===== config.mk =====
export PLATFORM = sky130hd
export DESIGN_NAME = positAdderTop
export DESIGN_NICKNAME = d
export VERILOG_FILES = /design/src/positPkg.sv /design/src/leadingBitDetector.sv /design/src/positDecoder.sv /design/src/positAddSub.sv /design/src/positEncoder.sv /design/src/positAddControl.sv /design/src/positAdderTop.sv
export SDC_FILE = /design/constraint.sdc
export NUM_CORES = 1
export LEC_CHECK = 0
export BUFFER_PORTS_ARGS = -buffer_cell sky130_fd_sc_hd__clkbuf_2
export CAP_MARGIN = 30
export CORE_UTILIZATION = 31
export DETAILED_ROUTE_END_ITERATION = 10
export HOLD_SLACK_MARGIN = 0.08
export REMOVE_ABC_BUFFERS = 1
export SLEW_MARGIN = 10
export SYNTH_ARGS = -nofsm -noshare
export SYNTH_HDL_FRONTEND = slang
export SYNTH_HIERARCHICAL = 1
export SYNTH_SLANG_ARGS = --single-unit

===== constraint.sdc =====
create_clock -name clk -period 12.9 [get_ports clk]
set_clock_uncertainty 0.2 [all_clocks]
set_input_delay 0.645 -clock clk [delete_from_list [all_inputs] [get_ports clk]]
set_output_delay 0.645 -clock clk [all_outputs]
set_load 0.03 [all_outputs]

===== src/positPkg.sv =====
// Constants cover posit16 with es = 1 only and the datapath widths follow from them
package positPkg;

    ////////////////////////////////////////////////////////////////////////////
    // Format constants
    ////////////////////////////////////////////////////////////////////////////

    localparam int positWidth = 16;
    localparam int expWidth = 1;
    // Signed regime k plus its sign bit
    localparam int regimeWidth = $clog2(positWidth) + 1;
    // Combined scale k * 2^es + e
    localparam int scaleWidth = regimeWidth + expWidth;
    // Hidden one below a spare overflow bit
    localparam int mantWidth = positWidth;
    localparam int bodyWidth = positWidth - 1;
    // Extra low bits kept through alignment for rounding
    localparam int guardBits = 3;
    localparam int alignWidth = mantWidth + guardBits;
    localparam int pipeDepth = 3;

    // NaR is one followed by zeros
    localparam logic [positWidth-1:0] narPattern = {1'b1, {(positWidth-1){1'b0}}};

    // Special-case codes carried down the pipeline
    localparam int codeWidth = 3;
    localparam logic [codeWidth-1:0] codeNormal = 3'd0;
    localparam logic [codeWidth-1:0] codeNaR = 3'd1;
    localparam logic [codeWidth-1:0] codePassA = 3'd2;
    localparam logic [codeWidth-1:0] codePassB = 3'd3;
    localparam logic [codeWidth-1:0] codeZero = 3'd4;

    ////////////////////////////////////////////////////////////////////////////
    // Posit word, seen as a number or as sign and body
    ////////////////////////////////////////////////////////////////////////////

    typedef struct packed {
        logic sign;
        logic [bodyWidth-1:0] body;
    } positFields;

    typedef union packed {
        logic signed [positWidth-1:0] value;
        positFields fields;
    } positWord;

endpackage


===== src/leadingBitDetector.sv =====
// Normal position is the hidden-bit slot one below the top; an all-zero input gives zero
`timescale 1ns/1ps

module leadingBitDetector
(
    input  logic [positPkg::mantWidth-1:0] value,
    output logic signed [positPkg::regimeWidth-1:0] shift
);

    logic found;

    always_comb
    begin
        shift = '0;
        found = 1'b0;
        // Priority search from the top bit down
        // A one in the overflow slot reads as -1
        for (int i = positPkg::mantWidth - 1; i >= 0; i--)
        begin
            if (!found && value[i])
            begin
                shift = (positPkg::regimeWidth)'(positPkg::mantWidth - 2 - i);
                found = 1'b1;
            end
        end
    end

endmodule


===== src/positDecoder.sv =====
// Purely combinational; fields of zero and NaR words are meaningless and only the flags count
`timescale 1ns/1ps

module positDecoder
(
    input  positPkg::positWord word,
    output logic sign,
    output logic signed [positPkg::regimeWidth-1:0] regime,
    output logic [positPkg::expWidth-1:0] exponent,
    output logic [positPkg::mantWidth-1:0] mantissa,
    output logic [positPkg::bodyWidth-1:0] body,
    output logic isNaR,
    output logic isZero
);

    logic regimeBit;
    logic runDone;
    logic [positPkg::regimeWidth-2:0] runLen;
    logic signed [positPkg::regimeWidth-1:0] runSigned;
    logic [positPkg::regimeWidth-1:0] restShift;
    logic [positPkg::bodyWidth-1:0] rest;

    always_comb
    begin
        sign = word.fields.sign;
        // Magnitude of the body
        // Negative words take the two's complement of the low bits
        body = sign ? -word.fields.body : word.fields.body;

        // Regime run length, counted from the top of the body
        regimeBit = body[positPkg::bodyWidth-1];
        runLen = (positPkg::regimeWidth-1)'(positPkg::bodyWidth);
        runDone = 1'b0;
        for (int i = positPkg::bodyWidth - 1; i >= 0; i--)
        begin
            if (!runDone && body[i] != regimeBit)
            begin
                runLen = (positPkg::regimeWidth-1)'(positPkg::bodyWidth - 1 - i);
                runDone = 1'b1;
            end
        end

        // Run of ones gives k = m - 1
        // Run of zeros gives k = -m
        runSigned = {1'b0, runLen};
        regime = regimeBit ? runSigned - 5'sd1 : -runSigned;

        // Drop run and terminator, exponent then sits on top
        restShift = {1'b0, runLen} + 5'd1;
        rest = body << restShift;
        exponent = rest[positPkg::bodyWidth-1 -: positPkg::expWidth];

        // Overflow bit clear, hidden one, then the fraction
        mantissa = {1'b0, 1'b1, rest[positPkg::bodyWidth-positPkg::expWidth-1:0]};

        isZero = (word.value == '0);
        isNaR = (word.value == positPkg::narPattern);
    end

endmodule


===== src/positAddSub.sv =====
// Fixed to es = 1; one register stage on the inputs and zero or NaR operands are handled outside
`timescale 1ns/1ps

module positAddSub
(
    input  logic clk,
    input  logic rst,
    input  logic sign1,
    input  logic sign2,
    input  logic signed [positPkg::regimeWidth-1:0] regime1,
    input  logic signed [positPkg::regimeWidth-1:0] regime2,
    input  logic [positPkg::expWidth-1:0] exponent1,
    input  logic [positPkg::expWidth-1:0] exponent2,
    input  logic [positPkg::mantWidth-1:0] mantissa1,
    input  logic [positPkg::mantWidth-1:0] mantissa2,
    input  logic [positPkg::bodyWidth-1:0] body1,
    input  logic [positPkg::bodyWidth-1:0] body2,
    output logic [positPkg::mantWidth-1:0] sumMant,
    output logic signed [positPkg::scaleWidth-1:0] sumScale,
    output logic sumSign,
    output logic sumZero
);

    // Stage 2 operand registers
    logic regSign1, regSign2;
    logic signed [positPkg::scaleWidth-1:0] regScale1, regScale2;
    logic [positPkg::mantWidth-1:0] regMant1, regMant2;
    logic [positPkg::bodyWidth-1:0] regBody1, regBody2;

    // Large and small operand after the magnitude compare
    logic addOp;
    logic greater;
    logic signed [positPkg::scaleWidth-1:0] largeScale, smallScale;
    logic [positPkg::mantWidth-1:0] largeMant, smallMant;
    logic [positPkg::scaleWidth:0] scaleDiff;

    logic [positPkg::alignWidth-1:0] largeExt, smallExt;
    logic [positPkg::alignWidth-1:0] alignMask, alignedSmall;
    logic alignSticky;
    logic [positPkg::alignWidth-1:0] sumExt, normExt;
    logic mantOvf;
    logic [positPkg::mantWidth-1:0] lbdIn;
    logic signed [positPkg::regimeWidth-1:0] shift;

    ////////////////////////////////////////////////////////////////////////////
    // Stage 2 register
    ////////////////////////////////////////////////////////////////////////////

    always_ff @(posedge clk)
    begin
        if (rst)
        begin
            regSign1 <= 1'b0;
            regSign2 <= 1'b0;
            regScale1 <= '0;
            regScale2 <= '0;
            regMant1 <= '0;
            regMant2 <= '0;
            regBody1 <= '0;
            regBody2 <= '0;
        end
        else
        begin
            regSign1 <= sign1;
            regSign2 <= sign2;
            // Scale is k * 2^es + e, same as {k, e} for signed k
            regScale1 <= {regime1, exponent1};
            regScale2 <= {regime2, exponent2};
            regMant1 <= mantissa1;
            regMant2 <= mantissa2;
            regBody1 <= body1;
            regBody2 <= body2;
        end
    end

    leadingBitDetector i_leadingBitDetector
    (
        .value(lbdIn),
        .shift(shift)
    );

    ////////////////////////////////////////////////////////////////////////////
    // Align, add, normalize
    ////////////////////////////////////////////////////////////////////////////

    always_comb
    begin
        // Equal signs add, unequal signs subtract
        addOp = regSign1 ~^ regSign2;

        // Posit bodies order the same way as magnitudes
        greater = regBody1 > regBody2;
        sumSign = greater ? regSign1 : regSign2;
        largeScale = greater ? regScale1 : regScale2;
        smallScale = greater ? regScale2 : regScale1;
        largeMant = greater ? regMant1 : regMant2;
        smallMant = greater ? regMant2 : regMant1;

        // Never negative, up to twice maxpos scale
        scaleDiff = {largeScale[positPkg::scaleWidth-1], largeScale}
            - {smallScale[positPkg::scaleWidth-1], smallScale};

        largeExt = {largeMant, {positPkg::guardBits{1'b0}}};
        smallExt = {smallMant, {positPkg::guardBits{1'b0}}};

        // Bits shifted out jam into the lowest bit as sticky
        alignMask = ~({positPkg::alignWidth{1'b1}} << scaleDiff);
        alignSticky = |(smallExt & alignMask);
        alignedSmall = (smallExt >> scaleDiff) | {{(positPkg::alignWidth-1){1'b0}}, alignSticky};

        if (addOp)
            sumExt = largeExt + alignedSmall;
        else
            sumExt = largeExt - alignedSmall;

        mantOvf = sumExt[positPkg::alignWidth-1];
        sumZero = (sumExt == '0);

        // Overflow folds into the hidden slot so the detector sees zero shift
        lbdIn = {1'b0, sumExt[positPkg::alignWidth-1] | sumExt[positPkg::alignWidth-2],
            sumExt[positPkg::alignWidth-3:positPkg::guardBits]};

        if (mantOvf)
            normExt = {1'b0, sumExt[positPkg::alignWidth-1:2], |sumExt[1:0]};
        else
            normExt = sumExt << shift;

        // Hidden one on top, low guard bits squeezed into one sticky bit
        sumMant = {normExt[positPkg::alignWidth-2:positPkg::guardBits],
            |normExt[positPkg::guardBits-1:0]};

        // Larger operand scale, plus overflow, minus renormalization
        sumScale = largeScale + {{(positPkg::scaleWidth-1){1'b0}}, mantOvf}
            - {shift[positPkg::regimeWidth-1], shift};
    end

endmodule


===== src/positEncoder.sv =====
// Expects the hidden one at the top of mant and a sticky LSB; never returns zero or NaR
`timescale 1ns/1ps

module positEncoder
(
    input  logic sign,
    input  logic signed [positPkg::scaleWidth-1:0] scale,
    input  logic [positPkg::mantWidth-1:0] mant,
    output positPkg::positWord word
);

    logic signed [positPkg::regimeWidth-1:0] k;
    logic [positPkg::expWidth-1:0] e;
    logic [positPkg::regimeWidth-1:0] runLen;
    logic [positPkg::regimeWidth-1:0] regLen;
    // Regime run, left aligned
    logic [2*positPkg::positWidth-1:0] regBits;
    // Regime, exponent and fraction in one frame
    logic [3*positPkg::positWidth-1:0] frame;
    logic [positPkg::bodyWidth-1:0] body;
    logic guard;
    logic sticky;
    logic roundUp;
    logic [positPkg::positWidth-1:0] rounded;
    logic [positPkg::bodyWidth-1:0] satBody;

    always_comb
    begin
        // Scale splits back into {k, e}
        k = scale[positPkg::scaleWidth-1:positPkg::expWidth];
        e = scale[positPkg::expWidth-1:0];

        if (k[positPkg::regimeWidth-1])
        begin
            // -k zeros then a one
            runLen = -k;
            regBits = {1'b1, {(2*positPkg::positWidth-1){1'b0}}} >> runLen;
        end
        else
        begin
            // k + 1 ones, terminating zero comes free
            runLen = k + 5'd1;
            regBits = ~({(2*positPkg::positWidth){1'b1}} >> runLen);
        end
        regLen = runLen + 5'd1;

        // Exponent and fraction follow the terminator
        frame = {regBits, {positPkg::positWidth{1'b0}}}
            | ({e, mant[positPkg::mantWidth-2:0],
                {(3*positPkg::positWidth-positPkg::expWidth-positPkg::mantWidth+1){1'b0}}}
                >> regLen);

        body = frame[3*positPkg::positWidth-1 -: positPkg::bodyWidth];
        guard = frame[3*positPkg::positWidth-1-positPkg::bodyWidth];
        sticky = |frame[3*positPkg::positWidth-2-positPkg::bodyWidth:0];

        // Nearest even on the bit string
        roundUp = guard & (sticky | body[0]);
        rounded = {1'b0, body} + {{positPkg::bodyWidth{1'b0}}, roundUp};

        // Clamp to maxpos or minpos
        if (rounded[positPkg::positWidth-1])
            satBody = {positPkg::bodyWidth{1'b1}};
        else if (rounded == '0)
            satBody = {{(positPkg::bodyWidth-1){1'b0}}, 1'b1};
        else
            satBody = rounded[positPkg::bodyWidth-1:0];

        // negative result is the two's complement word
        word.value = sign ? -{1'b0, satBody} : {1'b0, satBody};
    end

endmodule


===== src/positAddControl.sv =====
// No back-pressure; a new operation may enter every cycle and leaves exactly three later
`timescale 1ns/1ps

module positAddControl
(
    input  logic clk,
    input  logic rst,
    input  logic inValid,
    input  logic subtract,
    input  positPkg::positWord a,
    input  positPkg::positWord b,
    output positPkg::positWord opA,
    output positPkg::positWord opB,
    input  logic nar1,
    input  logic nar2,
    input  logic zero1,
    input  logic zero2,
    input  logic [positPkg::mantWidth-1:0] sumMant,
    input  logic signed [positPkg::scaleWidth-1:0] sumScale,
    input  logic sumSign,
    input  logic sumZero,
    output logic [positPkg::mantWidth-1:0] encMant,
    output logic signed [positPkg::scaleWidth-1:0] encScale,
    output logic encSign,
    input  positPkg::positWord encWord,
    output logic outValid,
    output positPkg::positWord result
);

    // One valid bit per stage, the last one is outValid
    logic [positPkg::pipeDepth:0] validPipe;
    logic [positPkg::codeWidth-1:0] specialCode, code2, code3;
    positPkg::positWord passWord2, passWord3;
    positPkg::positWord outWord;
    logic zero3;

    // Bypass decision from the decoder flags
    always_comb
    begin
        if (nar1 || nar2)
            specialCode = positPkg::codeNaR;
        else if (zero1 && zero2)
            specialCode = positPkg::codeZero;
        else if (zero2)
            specialCode = positPkg::codePassA;
        else if (zero1)
            specialCode = positPkg::codePassB;
        else
            specialCode = positPkg::codeNormal;
    end

    ////////////////////////////////////////////////////////////////////////////
    // Stage registers
    ////////////////////////////////////////////////////////////////////////////

    always_ff @(posedge clk)
    begin
        // Stage 1 capture, subtrahend negated as an integer
        if (inValid)
        begin
            opA <= a;
            opB.value <= subtract ? -b.value : b.value;
        end
        // Stage 2, special case rides alongside the core register
        code2 <= specialCode;
        passWord2 <= (specialCode == positPkg::codePassA) ? opA : opB;
        // Stage 3
        code3 <= code2;
        passWord3 <= passWord2;
        encMant <= sumMant;
        encScale <= sumScale;
        encSign <= sumSign;
        zero3 <= sumZero;
    end

    // Final word choice
    always_comb
    begin
        case (code3)
            positPkg::codeNaR: outWord.value = positPkg::narPattern;
            positPkg::codeZero: outWord.value = '0;
            positPkg::codePassA, positPkg::codePassB: outWord = passWord3;
            default: outWord.value = zero3 ? '0 : encWord.value;
        endcase
    end

    always_ff @(posedge clk)
    begin
        if (rst)
        begin
            validPipe <= '0;
            result <= '0;
        end
        else
        begin
            validPipe <= {validPipe[positPkg::pipeDepth-1:0], inValid};
            // Holds the last answer between operations
            if (validPipe[positPkg::pipeDepth-1])
                result <= outWord;
        end
    end

    assign outValid = validPipe[positPkg::pipeDepth];

endmodule


===== src/positAdderTop.sv =====
// Top-level wiring; subtract selects a - b, otherwise a + b, three cycles from inValid to outValid
`timescale 1ns/1ps

module positAdderTop
(
    input  logic clk,
    input  logic rst,
    input  logic inValid,
    input  logic subtract,
    input  positPkg::positWord a,
    input  positPkg::positWord b,
    output logic outValid,
    output positPkg::positWord result
);

    positPkg::positWord opA, opB, encWord;
    logic sign1, sign2, nar1, nar2, zero1, zero2;
    logic signed [positPkg::regimeWidth-1:0] regime1, regime2;
    logic [positPkg::expWidth-1:0] exponent1, exponent2;
    logic [positPkg::mantWidth-1:0] mantissa1, mantissa2, sumMant, encMant;
    logic [positPkg::bodyWidth-1:0] body1, body2;
    logic signed [positPkg::scaleWidth-1:0] sumScale, encScale;
    logic sumSign, sumZero, encSign;

    positAddControl i_positAddControl
    (
        .clk(clk), .rst(rst), .inValid(inValid), .subtract(subtract), .a(a), .b(b),
        .opA(opA), .opB(opB),
        .nar1(nar1), .nar2(nar2), .zero1(zero1), .zero2(zero2),
        .sumMant(sumMant), .sumScale(sumScale), .sumSign(sumSign), .sumZero(sumZero),
        .encMant(encMant), .encScale(encScale), .encSign(encSign),
        .encWord(encWord), .outValid(outValid), .result(result)
    );

    // Operand decode, one per side
    positDecoder i_positDecoder1
    (
        .word(opA), .sign(sign1), .regime(regime1), .exponent(exponent1),
        .mantissa(mantissa1), .body(body1), .isNaR(nar1), .isZero(zero1)
    );

    positDecoder i_positDecoder2
    (
        .word(opB), .sign(sign2), .regime(regime2), .exponent(exponent2),
        .mantissa(mantissa2), .body(body2), .isNaR(nar2), .isZero(zero2)
    );

    positAddSub i_positAddSub
    (
        .clk(clk), .rst(rst), .sign1(sign1), .sign2(sign2),
        .regime1(regime1), .regime2(regime2), .exponent1(exponent1), .exponent2(exponent2),
        .mantissa1(mantissa1), .mantissa2(mantissa2), .body1(body1), .body2(body2),
        .sumMant(sumMant), .sumScale(sumScale), .sumSign(sumSign), .sumZero(sumZero)
    );

    positEncoder i_positEncoder
    (
        .sign(encSign), .scale(encScale), .mant(encMant), .word(encWord)
    );

endmodule


# == Word-level counts from Yosys, hierarchy flattened ==
# Cells that the tools add are included.
# word_totals
out_inout_bits,17
word_cells,293
ff_bits,189
input_bits,36
# op_classes
n_eq_ne,35
n_mux,108
bitwise_logic,9
shift,8
addsub,19
reduce_logical,91
magnitude_cmp,1
# op_table
operator,count
$mux 4,28
$mux 16,6
$mux 15,6
$mux 5,16
$shr 32x5->32 const A,2
$logic_not 16->1,3
$or 48x48->48,1
$pmux 16 s3,1
$shr 48x5->48,1
$mux 1,42
$logic_and 1x1->1,41
$logic_not 1->1,40
$eq 16x16->1 const B,2
$mux 32,1
$not 32->32,1
$reduce_or 32->1,1
$neg 15->15,2
$shl 15x5->15,2
$ne 1x1->1,28
$add 19x19->19,1
$and 19x19->19,1
$logic_not 19->1,1
$mux 19,1
$not 19->19,1
other kinds (31),42

# == Depth between registers and ports, before layout ==
# Gate-level depths: netlist (run 1).
# depth
ltp_word,57
depth_mapped,56
depth_no_buf,47

# == Modules after synthesis ==
# Netlist (run 1), hierarchy kept.
# modules_own_cells
mod,seq_area_each_um2,instances,cells_per_inst,area_per_inst_um2
positAddSub,1521.5,1,1127,8220.4
positAddControl,2602.5,1,247,3590.9
positEncoder,0.0,1,433,3343.2
positDecoder at i_positDecoder1,0.0,1,257,2014.4
positDecoder at i_positDecoder2,0.0,1,252,1884.3
leadingBitDetector,0.0,1,32,198.9

# == Worst setup path after synthesis (run 1) ==
# No wires, ideal clock.
# synth_timing
path_kind,reg2reg
from,register i_positAddSub/regBody2[14] in the netlist's numbering
to,register i_positAddControl/encScale[5] in the netlist's numbering
stages_incl_launch_ff,56
slack_ps,2130
setup_ps,121
required_time_ps,12579
arrival_time_ps,10449
path_buffers,10
synth_period_minus_slack_ps,10770
path_cell_list,dfxtp_1 > inv_1 > ha_1 > nand4_2 > or3_1 > and3_1 > buf_6 > a21oi_1 > buf_4 > buf_2 > clkbuf_1 > clkbuf_1 > a21oi_1 > ha_1 > clkbuf_1 > inv_1 > nand2_1 > nor2_1 > (+20 left out) > clkbuf_1 > buf_1 > nand2_1 > nor4_4 > and3_2 > o311ai_1 > a21oi_1 > clkbuf_1 > clkinv_1 > clkbuf_1 > ha_1 > ha_1 > a21o_1 > a21oi_1 > o21bai_1 > a21oi_1 > xnor2_1 > xnor2_1
# synth_between
elab_chain_cells,55
elab_cells_between_ends,74
classes_between,5 x add/sub; 1 x order compare; 2 x shift; 33 x mux; 4 x bitwise; 29 x reduce/logical
# synth_lines
element,line,source
from (decl),positAddSub.sv:28,"logic [positPkg::bodyWidth-1:0] regBody1, regBody2;"
from (signal assigned),positAddSub.sv:72,regBody2 <= body2;
$gt 15x15->1 (*),positAddSub.sv:92,greater = regBody1 > regBody2;
$mux 6 (on tied branches),"positAddSub.sv:94, positAddSub.sv:95",
$sub 6x6->7,positAddSub.sv:101,"- {smallScale[positPkg::scaleWidth-1], smallScale};"
$shl 19x7->19,positAddSub.sv:107,alignMask = ~({positPkg::alignWidth{1'b1}} << scaleDiff);
$not 19->19,positAddSub.sv:107,
$and 19x19->19,positAddSub.sv:108,alignSticky = |(smallExt & alignMask);
$reduce_or 19->1,positAddSub.sv:108,
$or 19x1->19,positAddSub.sv:109,"alignedSmall = (smallExt >> scaleDiff) | {{(positPkg::alignWidth-1){1'b0}}, alignSticky};"
(+3 left out),n/a,
named net i_positAddSub.lbdIn (one bit),positAddSub.sv:42,logic [positPkg::mantWidth-1:0] lbdIn;
(+38 left out),n/a,
$logic_and 1x1->1,leadingBitDetector.sv:20,if (!found && value[i])
$mux 1,leadingBitDetector.sv:20,
$logic_not 1->1,leadingBitDetector.sv:20,
$logic_and 1x1->1,leadingBitDetector.sv:20,
$mux 5 (*),leadingBitDetector.sv:20,
named net i_positAddSub.shift (one bit),positAddSub.sv:43,logic signed [positPkg::regimeWidth-1:0] shift;
$sub 6x6->6 (*),positAddSub.sv:134,"- {shift[positPkg::regimeWidth-1], shift};"
named net sumScale (one bit),positAdderTop.sv:22,"logic signed [positPkg::scaleWidth-1:0] sumScale, encScale;"
to (signal assigned),positAddControl.sv:71,encScale <= sumScale;
to (decl),positAddControl.sv:23,"output logic signed [positPkg::scaleWidth-1:0] encScale,"
# The timed path passes the listed nets; every way through them passes the cells marked *.
# A chain may end at the register's enable or synchronous reset.

# == Final worst setup path (run 1) ==
# layout_timing
from,register i_positAddSub/regBody2[13] in the netlist's numbering
to,register i_positAddControl/encScale[5] in the netlist's numbering
# The elaborated chain is that of the path after synthesis.

==> results of run 1 <==
layer usage:
metal | up-vias | track usage [%] | wire length, um
li1 | 8541 | - | -
met1 | 8450 | 23.9 | 25900
met2 | 605 | 29.3 | 26900
met3 | 97 | 2.38 | 3220
met4 | 0 | 7.10 | 1540
met5 | - | 0 | 0
through the flow:
stage                     area (um2)  instances
after CTS                      20400       3065
after global placement         19700       3032
after global routing           20400       3069
after floorplan                18300       2183
final                          20400       3069
after detailed placement       19800       3033
worst register-to-register path: cells and delay by family (launching register included):
kind | cells | cell delay (ns)
multiplexers | 1 | 0.27
adder cells (fa/ha/maj) | 5 | 2.17
AO/OA/AOI/OAI | 21 | 3.87
AND/OR/NAND/NOR | 12 | 3.21
flip-flops | 1 | 0.33
buffers and inverters | 4 | 1.16
XOR/XNOR | 3 | 0.46
placed cells by master, fill, tap and decap left out, types with 30 or more instances in the layout:
master	count
a31oi_1	38
nor4_1	30
dfxtp_1	157
clkbuf_2	51
mux2i_1	107
a21oi_1	118
nor3_1	56
a211oi_1	48
mux2_2	32
nand2_1	222
edfxtp_1	32
ha_1	81
nor2b_1	107
xnor2_1	66
nand3_1	66
o21ai_0	108
inv_1	106
nor2_1	173
registers in the layout, summed over array words and instances, names as in the netlist:
register / cells
i_positAddControl/opA: 16
i_positAddSub/regBody2: 15
i_positAddSub/regScale2: 6
i_positAddControl/encScale: 6
i_positAddControl/opB: 16
i_positAddControl/code2: 3
i_positAddControl/passWord3: 16
i_positAddControl/encMant: 15
i_positAddSub/regMant2: 16
i_positAddControl/encSign: 1
i_positAddSub/regSign2: 1
i_positAddSub/regMant1: 16
i_positAddSub/regScale1: 6
i_positAddControl/passWord2: 16
i_positAddSub/regSign1: 1
i_positAddControl/code3: 3
i_positAddControl/validPipe: 4
i_positAddControl/zero3: 1
i_positAddSub/regBody1: 15
i_positAddControl/result: 16
area by class of cell:
cell class                 count  share of cell area, %
timing repair buffer          72                   2.26
multi-input combinational   1876                   67.7
tap                          782                   4.79
inverter                     118                   2.20
clock inverter                13                  0.777
clock buffer                  19                   2.22
sequential                   189                   20.1
how the worst max path moves through the flow:
stage,from,end,slack (ns),depth (start not counted)
2_1_floorplan,i_positAddSub/regBody2[14],i_positAddControl/encScale[5],0.18,45
3_3_place_gp,i_positAddSub/regBody2[14],i_positAddControl/encScale[5],1.73,46
3_5_place_dp,i_positAddSub/regBody2[14],i_positAddControl/encScale[5],1.25,46
4_1_cts,i_positAddSub/regBody2[13],i_positAddControl/encScale[5],1.22,46
5_1_grt,i_positAddSub/regBody2[13],i_positAddControl/encScale[5],0.07,46
6_report,i_positAddSub/regBody2[13],i_positAddControl/encScale[5],1.11,46
==> results.json, run 1 <==
{
  "status": "completed",
  "initial_core_util_pct": 31.5,
  "clock_path_buffers": 2,
  "final_layout_size_suffix_gt1_share_pct": 13.4,
  "design.die.area_um2": 62700,
  "grt_setup_unrepaired": "false",
  "rows": 90,
  "die_x_um": 250,
  "timing.final.ws_setup_ns": 1.11,
  "clock_latency_ns": 0.47,
  "hold_viol": 0,
  "hold_buffers": 0,
  "max_stage_delay_ns": 0.66,
  "cp_top_family": "compound AO/OA/AOI/OAI gates",
  "fp.dieH_um": 250,
  "worstSetupEndpointType": "flip-flop",
  "synth_cells": 2331,
  "viasPerCell": 5.77,
  "vias": 17700,
  "syn_area_um2": 19100,
  "setup_viol": 0,
  "cts_tree": "built",
  "maxCapViolations": 0,
  "slowest_stage": "ha_1",
  "synth_warnings": 6,
  "fmax_mhz": 84.8,
  "drc_errors": 0,
  "fin_crit_ns": 11.79,
  "h-tree-depth": 4,
  "slew-limit-headroom_pct": 30.2,
  "routed_wl_um": 57600,
  "worst_hold_path.endpoint": "i_positAddControl/passWord3[2]",
  "portBuffers": 52,
  "worstRegToRegCells": 46,
  "firstDrtPassIters": 5,
  "r2r_slack_ns": 1.11,
  "grt_max_degree": 97,
  "seqCellArea_um2": 4100,
  "grt_pass1_wl_um": 91500,
  "worst-path-buf-inv": 4,
  "tightest_slew_ns": 1.04,
  "maxSlewViolCount": 0,
  "wl_per_cell_um": 18.8,
  "cts_resized": 0,
  "post_cts_buffers": 0,
  "area.growth.synth_to_final_pct": 6.88,
  "multi_input_area_um2": 13800,
  "postRouteAntennaNets": 0,
  "diodes": 0,
  "grt_usage_pct": 18.0,
  "worst_setup_path_start_kind": "flip-flop",
  "io_pins": 53,
  "worst_path_most_repeated_cell": "a21oi_1",
  "regToRegEndpoint": "i_positAddControl/encScale[5]",
  "finalSetupTns_ns": 0,
  "overflow": 0,
  "hold_depth": 0,
  "min_path_type": "flip-flop to flip-flop",
  "clock-root-buffer": "clkbuf_16",
  "cp_data_arrival_time_ns": 11.94,
  "cp_max_fo": 23,
  "syn_avg_cell_area_um2": 8.21,
  "nNetsFinal": 2393,
  "critPathKind": "flip-flop to flip-flop",
  "antenna_found_initial": 0,
  "dpl_worst_slack_ns": 1.25,
  "whs_ns": 0.130,
  "core_um2": 60700,
  "dpl.hpwl_um": 44900,
  "clock_sinks": 189,
  "min_from": "i_positAddControl/passWord2[2]",
  "clkTransAtPathRegs_ns": 0.08,
  "crit_required_ns": 13.06,
  "cts-buffers-inserted": 17,
  "finalCritPeriodShare_pct": 91.4,
  "fillers": 6246,
  "gp_congestion": 0.919,
  "grt_pass1_vias": 16700,
  "first_iter_violations": 1616,
  "worst_r2r_startpoint": "i_positAddSub/regBody2[13]",
  "fin_util_pct": 33.7
}
Power of run 1 is left out: the tool's default activity adds up to more than one toggle a clock period on the data nets, which glitch-free logic cannot reach.
==> run 2, diff against run 1 <==
REMOVE_ABC_BUFFERS = default   (was 1)
clock period = 10.4 ns   (was 12.9 ns; I/O delays follow)
==> run 2 against run 1 <==
Against the previous run: design area rose by 1.9%; worst setup slack got worse by 0.39 ns; first-iteration DRC count is 2.0% lower; global-route usage increased by 0.21 points; non-clock buffer count grew 40; hold slack worse by 0.0011 ns; register-to-register slack got worse by 0.39 ns; die area unchanged; count of clock-buffer cells in the layout shrank 1; critical path type unchanged; largest cell class unchanged.
==> results.json, run 2 (same netlist as run 1, synthesis figures left out) <==
{
  "worstSetupEndpointType": "flip-flop",
  "cp_max_fo": 11,
  "dpl.hpwl_um": 44700,
  "crit_required_ns": 10.55,
  "maxCapViolations": 0,
  "tightest_slew_ns": 1.10,
  "max_stage_delay_ns": 0.49,
  "clock_latency_ns": 0.46,
  "timing.final.ws_setup_ns": 0.719,
  "clock-root-buffer": "clkbuf_16",
  "cts-buffers-inserted": 17,
  "vias": 18000,
  "slowest_stage": "nor4_1",
  "grt_pass1_wl_um": 93100,
  "wl_per_cell_um": 18.8,
  "area.growth.synth_to_final_pct": 8.91,
  "maxSlewViolCount": 0,
  "dpl_worst_slack_ns": 0.513,
  "clock_sinks": 189,
  "grt_max_degree": 97,
  "h-tree-depth": 4,
  "fin_crit_ns": 9.68,
  "design.die.area_um2": 62700,
  "io_pins": 53,
  "portBuffers": 52,
  "min_from": "i_positAddControl/passWord2[7]",
  "die_x_um": 250,
  "startpoint": "i_positAddSub/regBody2[14]",
  "clkTransAtPathRegs_ns": 0.07,
  "finalSetupTns_ns": 0,
  "min_path_type": "flip-flop to flip-flop",
  "routed_wl_um": 58400,
  "first_iter_violations": 1584,
  "status": "completed",
  "grt_pass1_vias": 17000,
  "cp_top_family": "compound AO/OA/AOI/OAI gates",
  "worst_r2r_startpoint": "i_positAddSub/regBody2[14]",
  "critPathKind": "flip-flop to flip-flop",
  "layout_commonest_cell": "nand2_1",
  "gp_congestion": 0.944,
  "cp_data_arrival_time_ns": 9.83,
  "diodes": 0,
  "drc_errors": 0,
  "whs_ns": 0.129,
  "overflow": 0,
  "setup_viol": 0,
  "clock_path_buffers": 2,
  "firstDrtPassIters": 6,
  "antenna_found_initial": 0,
  "grt_usage_pct": 18.2,
  "worst-path-buf-inv": 4,
  "fmax_mhz": 103,
  "fp.dieH_um": 250,
  "cts_tree": "built",
  "most-common-layout-cells": "nand2_1, nor2_1, dfxtp_1, a21oi_1",
  "finalCritPeriodShare_pct": 93.1,
  "worst_setup_path_start_kind": "flip-flop",
  "initial_core_util_pct": 31.5,
  "rows": 90,
  "core_um2": 60700,
  "final_layout_size_suffix_gt1_share_pct": 14.7,
  "viasPerCell": 5.80,
  "worst_path_most_repeated_cell": "a21oi_1",
  "hold_viol": 0,
  "nNetsFinal": 2433,
  "slew-limit-headroom_pct": 26.3,
  "postRouteAntennaNets": 0
}
## run 2: cell types whose count changed in the layout (fill, tap and decap cells not counted), moves of 3 or more
cell,delta
buf_4,+22
dlygate4sd3_1,+17
nor4_1,-3
nor4_2,+3
## run 2: what timing repair did
action,4_1_cts,5_1_grt
gates resized for setup,0,14
endpoints found under the hold margin,17,0
endpoints found under the setup margin,0,15
hold buffers,17,0
setup buffers,0,1
## run 2: cell type report
class / count / area (um2)
Clock inverter: 14 / 148
Multi-Input combinational cell: 1876 / 13900
Fill cell: 6238 / 39900
Timing Repair Buffer: 112 / 820
Tap cell: 782 / 978
Inverter: 118 / 450
Clock buffer: 18 / 450
Sequential cell: 189 / 4100
## run 2: metrics by stage
step	utilization, %	instances	cell area (um2)
after floorplan	-	2336	19100
after global placement	32.8	3051	19900
after detailed placement	32.8	3052	19900
after CTS	34.0	3101	20700
after global routing	34.3	3109	20800
final	34.3	3109	20800
## run 2: layer usage
metal | vias up | track usage, % | part of all wire (%)
li1 | 8628 | - | -
met1 | 8643 | 24.6 | 45
met2 | 677 | 29.6 | 47
met3 | 91 | 2.44 | 5.7
met4 | 0 | 6.01 | 2.3
met5 | - | 0 | 0
## run 2: worst register-to-register path: cells and delay by family, from the launching register on
family,cells,cell delay (ns)
AOI/OAI and AO/OA,21,3.51
and+or+nand+nor,11,2.94
adders and majority gates,6,1.76
xor gates and xnor gates,3,0.52
buffers and inverters,4,0.31
DFF,1,0.31
## run 2: final timing paths
check	to	slack (ns)	cells after the start
max	i_positAddControl/encScale[5]	0.72	45
min	i_positAddControl/passWord3[7]	0.13	0
max reg2reg	i_positAddControl/encScale[5]	0.72	45
min reg2reg	i_positAddControl/passWord3[7]	0.13	0
Power of run 2 is left out for the same reason.
==> run 3, diff against run 2 <==
CORE_ASPECT_RATIO = 1.75   (was default)
GPL_ROUTABILITY_DRIVEN = 0   (was default)
==> run 3 against run 2 <==
Against the previous run: worst setup slack improved by 0.0076 ns; routed wire length increased by 5.3%; non-clock buffer count decreased by 1; final cell count increased by 0.32%; sequential cell count unchanged; critical path depth increased by 3; register-to-register slack about the same; global-route usage increased by 1.2 points; core utilization decreased by 0.097 points; sequential share of layout area decreased by 0.078 points; fmax about the same; highest routed layer unchanged.
==> results.json, run 3 (same netlist as run 1, synthesis figures left out) <==
{
  "crit_required_ns": 10.53,
  "hold_viol": 0,
  "grt_usage_pct": 19.4,
  "maxSlewViolCount": 0,
  "clock_path_buffers": 2,
  "path_depth": 48,
  "most-common-layout-cells": "nand2_1, nor2_1, dfxtp_1, a21oi_1, nor2b_1",
  "rows": 120,
  "min_path_type": "flip-flop to flip-flop",
  "final_layout_size_suffix_gt1_share_pct": 14.8,
  "place_area_um2": 19900,
  "status": "completed",
  "worst-path-buf-inv": 6,
  "clock_latency_ns": 0.45,
  "worst_setup_path_start_kind": "flip-flop",
  "fmax_mhz": 103,
  "fin_crit_ns": 9.67,
  "h-tree-depth": 4,
  "cts_tree": "built",
  "cp_data_arrival_time_ns": 9.81,
  "clock-root-buffer": "clkbuf_16",
  "viasPerCell": 5.82,
  "max_stage_delay_ns": 0.47,
  "startpoint": "i_positAddSub/regBody2[14]",
  "first_iter_violations": 1558,
  "drc_errors": 0,
  "grt_max_degree": 97,
  "clkTransAtPathRegs_ns": 0.08,
  "postRouteAntennaNets": 0,
  "initial_core_util_pct": 31.3,
  "multi_input_area_um2": 13900,
  "grt_pass1_wl_um": 96400,
  "fp.dieH_um": 331,
  "worstSetupEndpointType": "flip-flop",
  "critPathKind": "flip-flop to flip-flop",
  "routed_wl_um": 61500,
  "worst_path_most_repeated_cell": "a21oi_1",
  "dpl.hpwl_um": 48000,
  "slew-limit-headroom_pct": 33.6,
  "slowest_stage": "or3_1",
  "wl_per_cell_um": 19.7,
  "diodes": 0,
  "cp_top_family": "compound AO/OA/AOI/OAI gates",
  "grt_setup_unrepaired": "false",
  "firstDrtPassIters": 7,
  "area.growth.synth_to_final_pct": 9.34,
  "antenna_found_initial": 0,
  "core_um2": 61100,
  "maxCapViolations": 0,
  "vias": 18200,
  "finalSetupTns_ns": 0,
  "crit_end": "i_positAddControl/encScale[5]",
  "layout_commonest_cell": "nand2_1",
  "r2r_slack_ns": 0.73,
  "worst_r2r_startpoint": "i_positAddSub/regBody2[14]",
  "setup_viol": 0,
  "final_area_um2": 20900,
  "cts-buffers-inserted": 17,
  "fillers": 6221,
  "overflow": 0,
  "grt_pass1_vias": 17800,
  "regToRegEndpoint": "i_positAddControl/encScale[5]",
  "die_x_um": 190,
  "nNetsFinal": 2432,
  "portBuffers": 52,
  "design.die.area_um2": 62700,
  "seqCellArea_um2": 4100,
  "clock_sinks": 189,
  "tightest_slew_ns": 0.992,
  "cp_max_fo": 14,
  "finalCritPeriodShare_pct": 93.0,
  "worstRegToRegCells": 48,
  "io_pins": 53
}
run 3: per-layer routing:
layer | share of wire, % | track usage, % | routed length, um
met5 | 0 | 0 | 0
met4 | 8.5 | 15.6 | 5200
met3 | 3.8 | 2.57 | 2340
met2 | 52 | 36.1 | 32000
met1 | 36 | 19.1 | 22000
run 3: metrics by stage:
stage | utilization (%) | std cells | setup WS, ns | hold WS, ns
global placement | 32.6 | 3064 | 0.694 | 0.110
finish | 34.2 | 3119 | 0.727 | 0.127
floorplan | - | 2336 | 0.0839 | 0.110
detailed placement | 32.6 | 3065 | 0.450 | 0.112
global route | 34.2 | 3119 | 0.0429 | 0.130
CTS | 33.9 | 3114 | 0.406 | 0.124
run 3: layout make-up:
cell class                      count  share of cell area [%]
Clock buffer                       17                    2.03
Clock inverter                     15                   0.987
Inverter                          118                    2.15
Multi-Input combinational cell   1876                    66.5
Sequential cell                   189                    19.6
Tap cell                          793                    4.74
Timing Repair Buffer              111                    3.95
run 3: timing repair:
item | in CTS | in global routing
gates resized for setup | 0 | 20
endpoints found under the hold margin | 17 | 0
hold buffers | 17 | 0
setup buffers | 0 | 1
endpoints found under the setup margin | 0 | 19
run 3: how the worst min path moves through the flow:
stage,startpoint,end,slack [ns],cells after the start
after floorplan,i_positAddControl/code2[0],i_positAddControl/code3[0],0.11,0
after global placement,i_positAddControl/passWord2[10],i_positAddControl/passWord3[10],0.11,0
after detailed placement,i_positAddControl/passWord2[11],i_positAddControl/passWord3[11],0.11,0
after CTS,i_positAddControl/passWord2[10],i_positAddControl/passWord3[10],0.12,0
after global routing,i_positAddControl/passWord2[10],i_positAddControl/passWord3[10],0.13,0
final,i_positAddControl/passWord2[10],i_positAddControl/passWord3[10],0.13,0
run 3: worst reg2reg max path, delay by kind of cell, from the launching register on:
family | cells | cell delay (ns)
buffers and inverters | 6 | 0.60
and+or+nand+nor | 9 | 1.98
DFF | 1 | 0.31
muxes | 1 | 0.15
AOI/OAI and AO/OA | 23 | 4.17
adders and majority gates | 6 | 1.74
xor gates and xnor gates | 3 | 0.42
Power of run 3 is left out for the same reason.
